==> src/hw/icache_pkg.sv <==
package icache_pkg;

    // cache geometry
    localparam int INDEX_W = 6;                        // 64 sets
    localparam int OFFSET_W = 6;                       // 64-byte lines
    localparam int TAG_W = 32 - INDEX_W - OFFSET_W;
    localparam int SETS = 1 << INDEX_W;

    // line is one full memory beat
    localparam int LINE_W = 8 << OFFSET_W;

    // dual-issue fetch width
    localparam int FETCH_W = 64;
    localparam int FETCH_SEL_W = $clog2(LINE_W / FETCH_W);   // word select in a line

    // memory request lengths, beats minus one
    localparam int LINE_BURST_LEN = 15;
    localparam int UNCACHED_BURST_LEN = 1;

    typedef logic [INDEX_W-1:0] index_t;
    typedef logic [TAG_W-1:0]   tag_t;
    typedef logic [LINE_W-1:0]  line_t;
    typedef logic [FETCH_W-1:0] fetch_t;

endpackage
==> src/hw/lru_table.sv <==
`timescale 1ns/1ns

module lru_table (
    input  logic               clk,
    input  logic               rstn,
    input  icache_pkg::index_t i_index,
    input  logic               i_use_en,
    input  logic               i_use_way,
    output logic               o_victim
);
    import icache_pkg::*;

    // most recently used way per set
    logic [SETS-1:0] mru;

    always_ff @(posedge clk) begin
        if (!rstn) begin
            mru <= '0;
        end else if (i_use_en) begin
            mru[i_index] <= i_use_way;
        end
    end

    assign o_victim = ~mru[i_index];   // replace the other way

endmodule

==> config.mk <==
export PLATFORM = sky130hd
export DESIGN_NAME = lru_table
export DESIGN_NICKNAME = d
export VERILOG_FILES = /design/src/hw/icache_pkg.sv /design/src/hw/lru_table.sv
export SDC_FILE = /design/constraint.sdc
export NUM_CORES = 1
export LEC_CHECK = 0
export BUFFER_PORTS_ARGS = -buffer_cell sky130_fd_sc_hd__buf_2
export CORE_MARGIN = 3
export CORE_UTILIZATION = 60
export CTS_CLUSTER_SIZE = 25
export DETAILED_ROUTE_END_ITERATION = 10
export PLACE_DENSITY = 0.86
export SLEW_MARGIN = 20
export SYNTH_ARGS = -nofsm -noshare
export SYNTH_HDL_FRONTEND = slang
export SYNTH_SLANG_ARGS = --single-unit
==> constraint.sdc <==
create_clock -name clk -period 2.82 [get_ports clk]
set_clock_uncertainty 0.15 [all_clocks]
set_input_delay 0.423 -clock clk [delete_from_list [all_inputs] [get_ports clk]]
set_output_delay 0.423 -clock clk [all_outputs]
set_load 0.05 [all_outputs]
==> flow_summary.json <==
{
  "status": "finished clean",
  "largest_reg_flops": 64,
  "root_buffer": "clkbuf_8",
  "min_from": "mru[7]",
  "die_w_um": 81.87,
  "grt_max_degree": 65,
  "globalRoute.totalOverflow": 0,
  "antenna_left": 0,
  "crit-reg2reg-launch": "mru[28]",
  "fill_cells": 430,
  "drive_above_1_share_pct": 17.11,
  "cp_max_fo": 24,
  "max_flop_register": "mru",
  "fin_crit_ns": 2.671,
  "rsz0062_at_grt": "false",
  "place_congestion": 0.8948,
  "h-tree-depth": 3,
  "cap_violations": 0,
  "syn-num-nets": 417,
  "period_share_pct": 94.73,
  "worst_slack_ns": 0.1485,
  "grt_pass1_wl_mm": 15.50,
  "crit_required_ns": 2.25,
  "route.detailed.drc": 0,
  "ir_worst_vdd_mv": 0.5378,
  "placementRows": 26,
  "antenna_found_initial": 0,
  "cts_inserted_buffers": 9,
  "fmax_ghz": 0.3743,
  "path_class": "in -> out",
  "p_clk_share_pct": 42.1,
  "seqPwrFrac_pct": 46.6,
  "wl_per_cell_um": 20.32,
  "drv_slew": 0,
  "setup_viol": 0,
  "place_area_um2": 3537,
  "ys_warn_count": 0,
  "crit_path_end_kind": "output pin",
  "multi_input_area_um2": 1966,
  "viasPerCell": 6.944,
  "power_density_nw_per_um2": 519.5,
  "final-hold-violation-count": 0,
  "tritoncts": "done",
  "start_util_pct": 64.73,
  "final_nets": 420,
  "core-area_um2": 5335,
  "cts_resized": 0,
  "total_leakage_power_uw": 0.001199,
  "cts_hold_buf": 0,
  "io_pins": 11,
  "crit_start": "i_index[0]",
  "track_usage_pct": 31.15,
  "ys.flop_type": "dfxtp_1",
  "ys_seq_area_share_pct": 37.10,
  "worstSetupStartpointType": "primary input",
  "top_regs": "mru (64)",
  "vias": 3368,
  "yosysUniqueCellTypes": 50,
  "pre_cts_ws_ns": 0.1247,
  "min_delay_path_depth": 2,
  "worst_pin_slew_ns": 0.9548,
  "synthCells": 407,
  "postSynthAreaPerCell_um2": 8.485,
  "critPathArrivalTime_ns": 2.10,
  "r2r_cells": 2,
  "clockBufferDepth": 2,
  "firstDrtPassIters": 5,
  "stdcell_area_um2": 3749,
  "yosysTopAreaCell": "dfxtp_1",
  "wirelength_mm": 9.854,
  "clk_pin_slew_ns": 0.07,
  "power_uw": 1947,
  "slew_headroom_pct": 36.35,
  "post-cts-setup-buffer-count": 0,
  "p_switching_uw": 533.0,
  "insertion_delay_ns": 0.35,
  "synth.ff_latch_count": 64,
  "min_path_type": "reg -> reg",
  "port_buffers": 10,
  "drtIter0Drc": 587,
  "setup_tns_ns": 0,
  "grt_pass1_vias": 2942,
  "dieArea_um2": 6702,
  "synth_edf_count": 0,
  "cts.sinks": 64,
  "yosysTopAreaCellShare_pct": 37.10,
  "swShare_pct": 27.37,
  "syn_area_um2": 3453,
  "p_comb_share_pct": 11.3,
  "synth_area_leaders": "dfxtp_1 37%, a21boi_0 13%, nand3_1 10%, o21ai_0 9.9%, mux4_2 3.9%",
  "die_h_um": 81.87,
  "syn_to_final_growth_pct": 8.551,
  "async_flop_share_pct": 0,
  "seqCellArea_um2": 1281,
  "num_antenna_cells": 0,
  "intPower_uw": 1415,
  "dp_hpwl_mm": 5.994
}
[cell type report]
class                   count  area share, %
clock inverters             6          1.802
multi-input cells         303          52.44
well taps                  70          2.336
flip-flops and latches     64          34.18
inverters                   3         0.3004
repair buffers             29          5.274
clock buffers              10          3.672
[layout by cell type (no fill, tap or decap), drive strengths merged]
master / netlist / final
dfxtp: 64 / 64
a41oi: 2 / 2
nand2b: 3 / 3
and2: 1 / 1
and3b: 6 / 6
clkbuf: 20 / 12
or2: 2 / 2
mux2i: 4 / 4
o22a: 1 / 1
a211o: 1 / 1
a22oi: 1 / 1
a21boi: 64 / 64
o221ai: 4 / 4
a2111oi: 3 / 3
buf: 17 / 27
or3: 1 / 1
nand4b: 1 / 1
o21ai: 72 / 72
nor2b: 4 / 4
clkinv: 0 / 2
a21oi: 1 / 1
a311oi: 1 / 1
mux4: 6 / 6
nor3: 9 / 9
nand2: 13 / 13
inv: 3 / 4
o21bai: 2 / 2
or3b: 3 / 3
nand3b: 1 / 1
o311a: 1 / 1
nand4: 1 / 1
clkinvlp: 0 / 2
o22ai: 1 / 1
nor3b: 10 / 10
bufinv: 0 / 1
nor2: 11 / 11
a31oi: 1 / 1
nand3: 69 / 69
and3: 3 / 3
[per-stage QoR]
stage          util [%]  hold WS, ns  instances
4_1_cts           70.15       0.3289        485
3_3_place_gp      66.30       0.3112        469
3_5_place_dp      66.30       0.3186        469
6_report          70.26       0.3345        485
5_1_grt           70.26       0.3585        485
2_1_floorplan         -       0.2982        407
[critical path, cell delays in order]
cell	delay, ns
buf_2	0.38
nand2b_1	0.26
o221ai_1	0.14
a211o_1	0.30
a22oi_1	0.21
nand4b_1	0.13
buf_2	0.24
[Yosys cell counts, types with 2 or more instances]
cell,n
o21bai_1,2
or2_2,2
a21boi_1,6
nand2_2,2
or3b_2,3
buf_4,4
nand2b_1,3
mux4_2,6
o21ai_1,3
a41oi_1,2
o21ai_0,68
buf_6,3
nor3_1,7
mux2i_1,4
and3b_1,5
nand2_1,11
and3_1,3
buf_1,2
nor3_2,2
clkbuf_1,20
nand3_1,69
nor3b_1,8
inv_2,2
o221ai_1,4
nor2_2,4
nor2_1,7
nor3b_2,2
dfxtp_1,64
buf_2,7
nor2b_1,4
a21boi_0,58
a2111oi_0,2
[metal layers]
layer / up-vias / global-route usage (%) / part of all wire [%]
li1: 1518 / - / -
met1: 1574 / 43.37 / 38
met2: 256 / 47.74 / 46
met3: 20 / 8.333 / 14
met4: 0 / 8.140 / 2.1
met5: - / 0 / 0
[power by group through the flow]
stage	registers [uW]	logic, uW	clock network, uW
floorplan	929	157	0
global placement	929	207	0
detailed placement	930	211	0
CTS	909	211	822
global route	908	232	870
finish	908	220	819
[cells by family after synthesis]
logic type | synth area share, %
AO/OA/AOI/OAI | 29.13
AND/OR/NAND/NOR | 22.68
flip-flops | 37.10
buffers and inverters | 6.014
multiplexers | 5.073
[final timing paths]
check / end / slack, ns
max: o_victim / 0.15
min: mru[7] / 0.33
min reg2reg: mru[7] / 0.33
max reg2reg: mru[28] / 1.94
Power figures use the tool's default switching activity.
